==> src/rtl/fpu_defines.svh <==
`ifndef FPU_DEFINES_SVH
`define FPU_DEFINES_SVH

// Lane count and tag width
`define NCOMP_LANES 2
`define NCOMP_TAGW  4

// Operation codes
`define OP_BITS  2
`define OP_CLASS 2'd0
`define OP_CMP   2'd1
`define OP_MISC  2'd2

// The rounding field selects the sub-function
`define FRM_BITS 3

`define FRM_RNE 3'd0 // FLE, FMIN
`define FRM_RTZ 3'd1 // FLT, FMAX
`define FRM_RDN 3'd2 // FEQ, FSGNJ
`define FRM_RUP 3'd3 // FSGNJN
`define FRM_RMM 3'd4 // FSGNJX

`endif

==> src/rtl/fpu_pkg.sv <==
`include "fpu_defines.svh"

package fpu_pkg;

    // IEEE exception flags in fcsr bit order
    typedef struct packed {
        logic NV; // Invalid operation
        logic DZ; // Divide by zero
        logic OF; // Overflow
        logic UF; // Underflow
        logic NX; // Inexact
    } fflags_t;

    // Operand class bits
    typedef struct packed {
        logic is_zero;
        logic is_subnormal;
        logic is_normal;
        logic is_inf;
        logic is_nan;
        logic is_quiet;
        logic is_signaling;
    } fp_class_t;

    // One tagged request for all lanes
    typedef struct packed {
        logic [`NCOMP_TAGW-1:0]        tag;
        logic [`OP_BITS-1:0]           op;
        logic [`FRM_BITS-1:0]          frm;
        logic [`NCOMP_LANES-1:0][31:0] dataa;
        logic [`NCOMP_LANES-1:0][31:0] datab;
    } ncomp_req_t;

    // Result stream entry
    typedef struct packed {
        logic [`NCOMP_TAGW-1:0]        tag;
        logic [`NCOMP_LANES-1:0][31:0] result;
        logic                          has_fflags; // Flags valid for the CSR
        fflags_t [`NCOMP_LANES-1:0]    fflags;
    } ncomp_rsp_t;

endpackage

==> src/rtl/fflags_csr.sv <==
`timescale 1ns/1ps
`include "fpu_defines.svh"

module fflags_csr import fpu_pkg::*; (
    input  logic                          clk,
    input  logic                          rst_n,
    input  logic                          rsp_valid,
    input  logic                          rsp_ready,
    input  logic                          has_fflags,
    input  fflags_t [`NCOMP_LANES-1:0]    lane_fflags,
    input  logic                          csr_req,
    input  logic                          csr_clear,
    output logic                          csr_ack,
    output fflags_t                       csr_rdata
);

    typedef enum logic [1:0] {
        CSR_IDLE,
        CSR_ACK,
        CSR_WAIT
    } csr_state_e;

    csr_state_e state;
    fflags_t    accrued;
    fflags_t    new_flags;
    logic       start;

    always_comb begin
        new_flags = '0;
        if (rsp_valid && rsp_ready && has_fflags) begin
            for (int i = 0; i < `NCOMP_LANES; i++) begin
                new_flags = new_flags | lane_fflags[i];
            end
        end
    end

    assign start = (state == CSR_IDLE) && csr_req;

    always_ff @(posedge clk) begin
        if (!rst_n) begin
            state <= CSR_IDLE;
        end else begin
            case (state)
                CSR_IDLE: if (csr_req) state <= CSR_ACK;
                CSR_ACK:  state <= csr_req ? CSR_WAIT : CSR_IDLE;
                CSR_WAIT: if (!csr_req) state <= CSR_IDLE;
                default:  state <= CSR_IDLE;
            endcase
        end
    end

    // New flags always win over a clear in the same cycle
    always_ff @(posedge clk) begin
        if (!rst_n) begin
            accrued <= '0;
        end else if (start && csr_clear) begin
            accrued <= new_flags;
        end else begin
            accrued <= accrued | new_flags;
        end
    end

    always_ff @(posedge clk) begin
        if (start) begin
            csr_rdata <= accrued; // Value before any clear
        end
    end

    assign csr_ack = (state != CSR_IDLE);

endmodule

==> src/rtl/fp_classifier.sv <==
`timescale 1ns/1ps

module fp_classifier import fpu_pkg::*; (
    input  logic [7:0]  exponent,
    input  logic [22:0] mantissa,
    output fp_class_t   clss
);

    logic exp_zero;
    logic exp_ones;
    logic man_zero;
    logic nan;

    assign exp_zero = (exponent == 8'h00);
    assign exp_ones = (exponent == 8'hff);
    assign man_zero = (mantissa == 23'd0);
    assign nan      = exp_ones & ~man_zero;

    always_comb begin
        clss.is_zero      = exp_zero & man_zero;
        clss.is_subnormal = exp_zero & ~man_zero;
        clss.is_normal    = ~exp_zero & ~exp_ones;
        clss.is_inf       = exp_ones & man_zero;
        clss.is_nan       = nan;
        // Mantissa MSB set marks a quiet NaN
        clss.is_quiet     = nan & mantissa[22];
        clss.is_signaling = nan & ~mantissa[22];
    end

endmodule

==> src/rtl/fp_ncomp.sv <==
`timescale 1ns/1ps
`include "fpu_defines.svh"

module fp_ncomp import fpu_pkg::*; (
    input  logic       clk,
    input  logic       rst_n,
    input  logic       req_valid,
    output logic       req_ready,
    input  ncomp_req_t req,
    output logic       rsp_valid,
    input  logic       rsp_ready,
    output ncomp_rsp_t rsp
);

    localparam int          LANES     = `NCOMP_LANES;
    localparam logic [31:0] CANON_NAN = 32'h7fc0_0000;

    // Stage 0 payload
    typedef struct packed {
        ncomp_req_t             req;
        fp_class_t [LANES-1:0]  a_clss;
        fp_class_t [LANES-1:0]  b_clss;
        logic [LANES-1:0]       a_less;
        logic [LANES-1:0]       equal;
    } s0_t;

    fp_class_t [LANES-1:0]  a_clss;
    fp_class_t [LANES-1:0]  b_clss;
    logic [LANES-1:0]       a_less;
    logic [LANES-1:0]       equal;
    s0_t                    s0_d;
    s0_t                    s0_q;
    logic                   s0_valid;
    logic [LANES-1:0][31:0] lane_result;
    fflags_t [LANES-1:0]    lane_fflags;
    logic                   has_fflags_s0;
    ncomp_rsp_t             rsp_d;
    logic                   stall;

    for (genvar i = 0; i < LANES; i++) begin : g_lane_in
        logic both_zero;

        fp_classifier u_class_a (
            .exponent (req.dataa[i][30:23]),
            .mantissa (req.dataa[i][22:0]),
            .clss     (a_clss[i])
        );

        fp_classifier u_class_b (
            .exponent (req.datab[i][30:23]),
            .mantissa (req.datab[i][22:0]),
            .clss     (b_clss[i])
        );

        assign both_zero = a_clss[i].is_zero & b_clss[i].is_zero;
        assign equal[i]  = (req.dataa[i] == req.datab[i]) | both_zero; // -0 == +0

        always_comb begin
            if (req.dataa[i][31] != req.datab[i][31]) begin
                a_less[i] = req.dataa[i][31] & ~both_zero;
            end else if (req.dataa[i][31]) begin
                a_less[i] = req.dataa[i][30:0] > req.datab[i][30:0]; // Magnitude reversed
            end else begin
                a_less[i] = req.dataa[i][30:0] < req.datab[i][30:0];
            end
        end
    end

    always_comb begin
        s0_d.req    = req;
        s0_d.a_clss = a_clss;
        s0_d.b_clss = b_clss;
        s0_d.a_less = a_less;
        s0_d.equal  = equal;
    end

    assign stall     = rsp_valid & ~rsp_ready;
    assign req_ready = ~stall;

    pipe_stage #(.T(s0_t)) u_stage0 (
        .clk       (clk),
        .rst_n     (rst_n),
        .enable    (~stall),
        .valid_in  (req_valid),
        .data_in   (s0_d),
        .valid_out (s0_valid),
        .data_out  (s0_q)
    );

    for (genvar i = 0; i < LANES; i++) begin : g_lane_out
        fp_class_t   ca;
        fp_class_t   cb;
        logic [31:0] a;
        logic [31:0] b;
        logic [31:0] fclass_mask;
        logic [31:0] minmax_res;
        logic        any_nan;
        logic        any_snan;
        logic        min_less;

        assign ca       = s0_q.a_clss[i];
        assign cb       = s0_q.b_clss[i];
        assign a        = s0_q.req.dataa[i];
        assign b        = s0_q.req.datab[i];
        assign any_nan  = ca.is_nan | cb.is_nan;
        assign any_snan = ca.is_signaling | cb.is_signaling;
        // Min/max orders -0 below +0
        assign min_less = s0_q.a_less[i] | (ca.is_zero & cb.is_zero & a[31] & ~b[31]);

        assign fclass_mask = {22'd0, ca.is_quiet, ca.is_signaling,
                              ~a[31] & ca.is_inf, ~a[31] & ca.is_normal,
                              ~a[31] & ca.is_subnormal, ~a[31] & ca.is_zero,
                              a[31] & ca.is_zero, a[31] & ca.is_subnormal,
                              a[31] & ca.is_normal, a[31] & ca.is_inf};

        always_comb begin
            if (ca.is_nan && cb.is_nan) begin
                minmax_res = CANON_NAN;
            end else if (ca.is_nan) begin
                minmax_res = b;
            end else if (cb.is_nan) begin
                minmax_res = a;
            end else if (s0_q.req.frm == `FRM_RTZ) begin
                minmax_res = min_less ? b : a; // FMAX
            end else begin
                minmax_res = min_less ? a : b;
            end
        end

        always_comb begin
            lane_result[i] = '0;
            lane_fflags[i] = '0;
            case (s0_q.req.op)
                `OP_CLASS: lane_result[i] = fclass_mask;
                `OP_CMP: begin
                    case (s0_q.req.frm)
                        `FRM_RNE: begin // FLE
                            lane_result[i][0] = ~any_nan & (s0_q.a_less[i] | s0_q.equal[i]);
                            lane_fflags[i].NV = any_nan;
                        end
                        `FRM_RTZ: begin // FLT
                            lane_result[i][0] = ~any_nan & s0_q.a_less[i];
                            lane_fflags[i].NV = any_nan;
                        end
                        `FRM_RDN: begin // FEQ is a quiet compare
                            lane_result[i][0] = ~any_nan & s0_q.equal[i];
                            lane_fflags[i].NV = any_snan;
                        end
                        default: ;
                    endcase
                end
                `OP_MISC: begin
                    case (s0_q.req.frm)
                        `FRM_RNE, `FRM_RTZ: begin
                            lane_result[i]    = minmax_res;
                            lane_fflags[i].NV = any_snan;
                        end
                        `FRM_RDN: lane_result[i] = {b[31], a[30:0]};
                        `FRM_RUP: lane_result[i] = {~b[31], a[30:0]};
                        `FRM_RMM: lane_result[i] = {a[31] ^ b[31], a[30:0]};
                        default:  lane_result[i] = a; // Move
                    endcase
                end
                default: ;
            endcase
        end
    end

    assign has_fflags_s0 = (s0_q.req.op == `OP_CMP)
                        || ((s0_q.req.op == `OP_MISC)
                            && (s0_q.req.frm == `FRM_RNE || s0_q.req.frm == `FRM_RTZ));

    always_comb begin
        rsp_d.tag        = s0_q.req.tag;
        rsp_d.result     = lane_result;
        rsp_d.has_fflags = has_fflags_s0;
        rsp_d.fflags     = lane_fflags;
    end

    pipe_stage #(.T(ncomp_rsp_t)) u_stage1 (
        .clk       (clk),
        .rst_n     (rst_n),
        .enable    (~stall),
        .valid_in  (s0_valid),
        .data_in   (rsp_d),
        .valid_out (rsp_valid),
        .data_out  (rsp)
    );

endmodule

==> src/rtl/fpu_ncomp_top.sv <==
`timescale 1ns/1ps

module fpu_ncomp_top import fpu_pkg::*; (
    input  logic       clk,
    input  logic       rst_n,

    input  logic       req_valid,
    output logic       req_ready,
    input  ncomp_req_t req,

    output logic       rsp_valid,
    input  logic       rsp_ready,
    output ncomp_rsp_t rsp,

    input  logic       csr_req,
    input  logic       csr_clear,
    output logic       csr_ack,
    output fflags_t    csr_rdata
);

    fp_ncomp u_ncomp (
        .clk       (clk),
        .rst_n     (rst_n),
        .req_valid (req_valid),
        .req_ready (req_ready),
        .req       (req),
        .rsp_valid (rsp_valid),
        .rsp_ready (rsp_ready),
        .rsp       (rsp)
    );

    // Watches the response stream for completed flagged results
    fflags_csr u_fflags (
        .clk         (clk),
        .rst_n       (rst_n),
        .rsp_valid   (rsp_valid),
        .rsp_ready   (rsp_ready),
        .has_fflags  (rsp.has_fflags),
        .lane_fflags (rsp.fflags),
        .csr_req     (csr_req),
        .csr_clear   (csr_clear),
        .csr_ack     (csr_ack),
        .csr_rdata   (csr_rdata)
    );

endmodule

==> src/rtl/pipe_stage.sv <==
`timescale 1ns/1ps

module pipe_stage #(
    parameter type T = logic
) (
    input  logic clk,
    input  logic rst_n,
    input  logic enable,
    input  logic valid_in,
    input  T     data_in,
    output logic valid_out,
    output T     data_out
);

    always_ff @(posedge clk) begin
        if (!rst_n) begin
            valid_out <= 1'b0;
        end else if (enable) begin
            valid_out <= valid_in;
        end
    end

    always_ff @(posedge clk) begin
        if (enable) begin
            data_out <= data_in; // Payload held while stalled
        end
    end

endmodule

==> config.mk <==
export PLATFORM = sky130hd
export DESIGN_NAME = fpu_ncomp_top
export DESIGN_NICKNAME = d
export VERILOG_FILES = /design/src/rtl/fpu_pkg.sv /design/src/rtl/fflags_csr.sv /design/src/rtl/fp_classifier.sv /design/src/rtl/fp_ncomp.sv /design/src/rtl/fpu_ncomp_top.sv /design/src/rtl/pipe_stage.sv
export VERILOG_INCLUDE_DIRS = /design/src /design/src/rtl
export SDC_FILE = /design/constraint.sdc
export NUM_CORES = 1
export LEC_CHECK = 0
export BUFFER_PORTS_ARGS = -buffer_cell sky130_fd_sc_hd__buf_2
export CORE_ASPECT_RATIO = 0.6
export CORE_MARGIN = 10
export CORE_UTILIZATION = 26
export DETAILED_ROUTE_END_ITERATION = 7
export GPL_TIMING_DRIVEN = 1
export MAX_ROUTING_LAYER = met4
export PLACE_DENSITY = 0.41
export SYNTH_ARGS = -nofsm -noshare
export SYNTH_HDL_FRONTEND = slang
export SYNTH_SLANG_ARGS = --single-unit
export TNS_END_PERCENT = 1
==> constraint.sdc <==
create_clock -name clk -period 11.05 [get_ports clk]
set_clock_uncertainty 0.05 [all_clocks]
set_input_delay 1.105 -clock clk [delete_from_list [all_inputs] [get_ports clk]]
set_output_delay 1.105 -clock clk [all_outputs]
set_load 0.01 [all_outputs]
==> run metrics, run 1 <==
run status complete, no violations; # DRC 0; largest area contributor in the netlist edfxtp_1; CTS root buf clkbuf_16; Post-Syn Instances around 870; cell with the largest stage delay on the worst path buf_4; antenna violations before repair 0; clock buffer depth 3; die area approximately 52,000 um^2; Final Cell Area 13,540 um^2; Crit path required time 11.17 ns; Hold Violations, Final 0; crit-path cells buf_2, nand2b_4, buf_4, buf_4; HP Class register to register; grt peak-use layer met1; Post-synth top cells edfxtp_1 (233), inv_1 (70), ha_1 (66), nand2_1 (64), nand3_1 (57); Die H 180.2 um; crit path time final 3.278 ns; via count 7,792; maximum fanout along the worst path 61; Inserted Clock Buffers 27; Filler cells between 4,000 and 5,000; largest net degree at the start of global routing 70; grt met1 use 0.2156; Main synth FF type edfxtp_1; Post-DP Area 12,750 um^2; Power Dens Cells about 160 nW/um^2; Clock Sinks 238; Max Cap Viol 0; # resized after CTS 0; Final GP Congestion 0.8168; most frequent CP cell buf_4; diodes inserted 0; Startpoint Class input pin; Worst slew margin 0.2675; actual slew at the worst max-slew pin between 1 and 1.5 ns; Yosys reg bits 238; global-route wire length before repair 53.74 mm; Critical Path End Type register; vias in the first global route slightly below 8,000; standard-cell rows 58; power consumption 2.166 mW; Routed WL 36.85 mm; setup violators final 0; Post-DP HPWL 26.98 mm; fin crit share 0.2966; CP peak stage delay 0.75 ns; Synth-to-Final Area Change 21.83%; post-synth top area share 0.6294; M2 GR Usage 0.1918; Netlist cell types 57; setup ws final 7.772 ns; Vias/cell approximately 4.7; largest vdd supply drop 0.06972 mV; P_leak 5.665 nW; CORE AREA 42,090 um^2; fin. max-slew vios 0; TritonCTS clock tree yes; First-pass DRT Iterations 7; Crit Path Class input pin to register; share of cells above drive strength 1 0.2443; synth warn 0; number of synthesized flops with an enable pin 233; Fmax 0.3051 GHz; register area share after synthesis 0.6385; post-CTS setup buffer count 0; GRT Total Usage 0.1410; Hold Buf Count CTS 0; Antenna Nets Post-Route 0; GRT overflow 0; top-count cell post-synth edfxtp_1; top cells by area, synth edfxtp_1 (63%), ha_1 (7.4%), nand3_1 (2.6%); Final Hold Slack 0.3696 ns; Post-Syn Area ~11,000 um^2; met3 Track Usage GR 0.02418; IO buf count 217; syn_area_per_cell about 13 um^2; htree depth 1; I/O Pins 230; Worst-Skew Late Latency ~0.54 ns; routed length per instance ~22 um; TNS Setup 0 ns; RSZ-0062 raised after global routing no; DRT iter0 DRCs around 520; CP arrival 3.40 ns; chip width 286.9 um; Async SR Flop Fraction 0; clk slew on worst S/H paths 0.06 ns; Nets between 1,000 and 1,500; worst slack, placed 7.171 ns; Initial Util 0.2641
[placed cells by master (no fill, tap or decap), drive strengths merged, types with 3 or more instances in the layout]
cell type | netlist | final
nand2 | 64 | 64
nor2 | 33 | 33
nand4 | 31 | 31
conb | 1 | 12
a221oi | 3 | 3
nor3b | 9 | 9
inv | 71 | 71
nand3 | 57 | 57
dfxtp | 5 | 5
and2 | 9 | 9
buf | 31 | 222
o221ai | 3 | 3
o21ai | 15 | 15
nand2b | 17 | 17
nor4 | 36 | 36
a211oi | 6 | 6
clkbuf | 12 | 29
nor2b | 17 | 17
a31oi | 5 | 5
ha | 66 | 66
and3 | 5 | 5
clkinv | 0 | 14
o211ai | 5 | 5
a21boi | 18 | 18
or4 | 4 | 4
o2111ai | 3 | 3
nor3 | 23 | 23
xor2 | 5 | 5
a32oi | 3 | 3
o21a | 4 | 4
a22oi | 18 | 18
a21oi | 26 | 26
o311a | 9 | 9
edfxtp | 233 | 233
a21o | 3 | 3
[power breakdown]
| part | switching (mW) | internal (mW) | total [mW] |
|---|---|---|---|
| Sequential | 0.0259 | 1.06 | 1.09 |
| Combinational | 0.153 | 0.0904 | 0.244 |
| Clock | 0.371 | 0.464 | 0.835 |
| Total | 0.550 | 1.62 | 2.17 |
[per-layer routing]
layer	wire (um)	up-vias
met4	515	0
met2	15130	197
met3	1873	42
met5	0	-
met1	19330	3828
li1	-	3725
[worst max-delay path: cells and delay by family]
kind / cells / cell delay, ns
buffers and inverters: 3 / 1.54
and+or+nand+nor: 1 / 0.63
[sequential cells by signal, indices dropped and copies added, names as in the netlist]
register and flops:
u_ncomp.u_stage1.valid_out 1, u_fflags.accrued 1, u_ncomp.u_stage0.valid_out 1, u_ncomp.u_stage1.data_out 71, u_fflags.csr_rdata 1, u_fflags.state 2
u_ncomp.u_stage0.data_out 161
[through the flow]
step	instances	util
final	1675	0.3217
after global routing	1675	0.3217
after CTS	1675	0.3217
after detailed placement	1629	0.3030
after global placement	1629	0.3030
after floorplan	880	-
[layout make-up]
cell class,instances,area (um^2),area share
flip-flops and latches,238,7097,0.5241
clock buffers,29,683.2,0.05045
well taps,570,713.2,0.05267
clock inverters,17,105.1,0.007761
repair buffers,222,1124,0.08297
multi-input cells,528,3553,0.2624
inverters,71,266.5,0.01968
[kinds of logic after synthesis]
family,Yosys count,share of synthesized area
other,1,0.0003374
AND/OR/NAND/NOR,311,0.1485
flip-flops,238,0.6385
multiplexers,3,0.002814
AO/OA/AOI/OAI,130,0.08330
buffers and inverters,114,0.04761
adder cells (fa/ha/maj),66,0.07429
XOR/XNOR,6,0.004728
[worst paths after layout]
check                                 startpoint                              to  slack [ns]  depth (start not counted)
setup / recovery                       rsp_ready  u_ncomp.u_stage0.data_out[168]        7.77                          4
hold / removal    u_ncomp.u_stage0.data_out[168]   u_ncomp.u_stage1.data_out[78]        0.37                          0
hold reg to reg   u_ncomp.u_stage0.data_out[168]   u_ncomp.u_stage1.data_out[78]        0.37                          0
setup reg to reg      u_ncomp.u_stage1.valid_out  u_ncomp.u_stage0.data_out[168]        8.13                          3
Power figures use the tool's default switching activity.
==> run 2, diff against run 1 <==
==> constraint.sdc (replaced) <==
create_clock -name clk -period 3.1 [get_ports clk]
set_clock_uncertainty 0.05 [all_clocks]
set_input_delay 0.31 -clock clk [delete_from_list [all_inputs] [get_ports clk]]
set_output_delay 0.31 -clock clk [all_outputs]
set_load 0.01 [all_outputs]
==> run 2 against run 1 <==
  * Sequential cell count stayed put
  * Cell count is 9.4% higher
  * Sequential power grew to 3.6 times the previous value
  * Global-route usage is 0.80 points higher
  * Hold slack better by 0.0034 ns
  * Design area is 12% higher
  * Combinational power grew to 4.2 times the previous value
  * Core utilization is 3.8 points higher
  * Clock power grew to 3.8 times the previous value
  * Highest routed layer unchanged
  * Total power grew to 3.7 times the previous value
  * Largest power group unchanged
==> run metrics, run 2 (synthesized netlist as in run 1, its figures left out) <==
# resized after CTS 0 (unchanged); setup violators final 0 (unchanged); Final Hold Slack 0.3729 ns (+0.003352 ns); TritonCTS clock tree yes; Routed WL 38.15 mm (+3.5%); GRT overflow 0 (unchanged); Filler cells 4,139 (-4.6%); CP peak stage delay 0.51 ns (-0.24 ns); HP Class register to register; IO buf count 217 (unchanged); Hold Buf Count CTS 143 (+143); max FFs per register 161 (unchanged); DRT iter0 DRCs 652 (+25%); # DRC 0 (unchanged); Hold Violations, Final 0 (unchanged); Clk pwr share 0.393 (+0.007); standard-cell rows 58 (unchanged); RSZ-0062 raised after global routing no; P_sw 2.009 mW (+270%); Critical Path End Type register; routed length per instance 20.83 um (-5.3%); crit-path cells dlygate4sd3_1, buf_2, inv_1, ha_1, a21o_1, a221o_1, a221oi_1, o31ai_1, a31oi_1, mux2i_1, nand2_1; Worst slew margin 0.3212 (+0.05377); Max Cap Viol 0 (unchanged); switch share 0.2487 (-0.004979); CP arrival 2.95 ns (-0.45 ns); CORE AREA 42,090 um^2 (unchanged); clock buffer depth 3 (unchanged); fin crit share 0.8694; vias in the first global route 8,627 (+10%); die area 51,690 um^2 (unchanged); Synth-to-Final Area Change 36.36%; GRT Total Usage 0.1490 (+0.007989); combinational share of power 0.128 (+0.016); clk slew on worst S/H paths 0.06 ns (about the same); run status complete, no violations; Fmax 0.3710 GHz; Worst-Skew Late Latency 0.55 ns (about the same); Post-DP HPWL 27.32 mm (+1.3%); share of cells above drive strength 1 0.2274 (-0.01693); chip width 286.9 um (unchanged); CTS root buf clkbuf_16; cell family with most CP delay compound AO/OA/AOI/OAI gates; actual slew at the worst max-slew pin 1.016 ns (-0.07897 ns); Flop pwr share 0.479 (-0.023); post-CTS setup buffer count 0 (unchanged); Final GP Congestion 0.8103 (-0.80%); P_leak 6.390 nW (+13%); Inserted Clock Buffers 26 (-3.7%); largest net degree at the start of global routing 82 (+17%); Power Dens Cells 532.8 nW/um^2 (+230%); crit path time final roughly 2.7 ns; Startpoint Class input pin; FF-to-FF setup slack 0.50 ns (-7.63 ns); global-route wire length before repair 57.44 mm (+6.9%); maximum fanout along the worst path 4 (-93%); most frequent cells in the layout edfxtp_1 (233), buf_2 (217), dlygate4sd3_1 (143); Antenna Nets Post-Route 0 (unchanged); Largest Register u_ncomp.u_stage0.data_out; Initial Util 0.2641 (unchanged); fin. max-slew vios 0 (unchanged); Vias/cell 4.611 (-0.87%); internal cell power 6.067 mW (+280%); Crit path required time 3.35 ns (-7.82 ns); largest vdd supply drop 0.3582 mV (+410%); antenna violations before repair 0 (unchanged); I/O Pins 230 (unchanged); Clock Sinks 238 (unchanged); cell with the largest stage delay on the worst path dlygate4sd3_1; via count 8,448 (+8.4%); diodes inserted 0 (unchanged); Nets 1,453 (+12%); First-pass DRT Iterations 5 (-2); most common cell after layout, fill and taps aside edfxtp_1; biggest regs u_ncomp.u_stage0.data_out (161), u_ncomp.u_stage1.data_out (71), u_fflags.state (2); htree depth 1 (unchanged); TNS Setup 0 ns (unchanged); worst path buffer plus inverter count 3 (unchanged); Crit Path Class input pin to register; Die H 180.2 um (unchanged)
## run 2: cell types whose count changed in the layout (fill, tap and decap cells not counted)
| cell | change |
|---|---|
| o21a_2 | -1 |
| o21ai_2 | +1 |
| clkinv_2 | +4 |
| o21ai_4 | -1 |
| o21a_1 | +1 |
| buf_12 | +3 |
| clkinvlp_4 | -2 |
| clkbuf_1 | +2 |
| bufinv_16 | +2 |
| buf_4 | +11 |
| dlygate4sd3_1 | +143 |
| clkinv_1 | -6 |
## run 2: per-stage QoR
| stage | cell area (um^2) | power [mW] | util | std cells | setup WS (ns) |
|---|---|---|---|---|---|
| 5_1_grt | 15160 | 8.475 | 0.3601 | 1832 | 0.3345 |
| 4_1_cts | 15160 | 8.208 | 0.3601 | 1832 | 0.4575 |
| 3_3_place_gp | 12890 | 4.836 | 0.3062 | 1643 | 0.4025 |
| 2_1_floorplan | 11160 | 4.393 | - | 880 | 0.5474 |
| 6_report | 15160 | 8.076 | 0.3601 | 1832 | 0.4049 |
| 3_5_place_dp | 12890 | 4.835 | 0.3062 | 1643 | 0.4108 |
## run 2: final timing paths
kind	end	cells after the start	from
min	u_ncomp.u_stage1.data_out[78]	0	u_ncomp.u_stage0.data_out[168]
max	u_ncomp.u_stage0.data_out[3]	11	req[56]
min reg2reg	u_ncomp.u_stage1.data_out[78]	0	u_ncomp.u_stage0.data_out[168]
max reg2reg	u_ncomp.u_stage1.data_out[23]	7	u_ncomp.u_stage0.data_out[127]
## run 2: layer usage
metal,wire [um],GRT usage
met1,19990,0.2260
met4,587,0.02464
met2,15570,0.2015
met3,2001,0.02897
met5,0,-
## run 2: cell type report
class | instances | area, um^2 | share of cell area
clock buffers | 31 | 690.7 | 0.04557
flip-flops and latches | 238 | 7097 | 0.4682
clock inverters | 15 | 147.6 | 0.009741
inverters | 71 | 266.5 | 0.01758
well taps | 570 | 713.2 | 0.04705
multi-input cells | 528 | 3545 | 0.2339
repair buffers | 379 | 2698 | 0.1780
## run 2: power groups by stage
stage	logic, mW	registers (mW)	clock network (mW)
2_1_floorplan	0.434	3.96	0
3_3_place_gp	0.897	3.94	0
3_5_place_dp	0.895	3.94	0
4_1_cts	1.05	3.87	3.29
5_1_grt	1.15	3.89	3.43
6_report	1.03	3.87	3.17
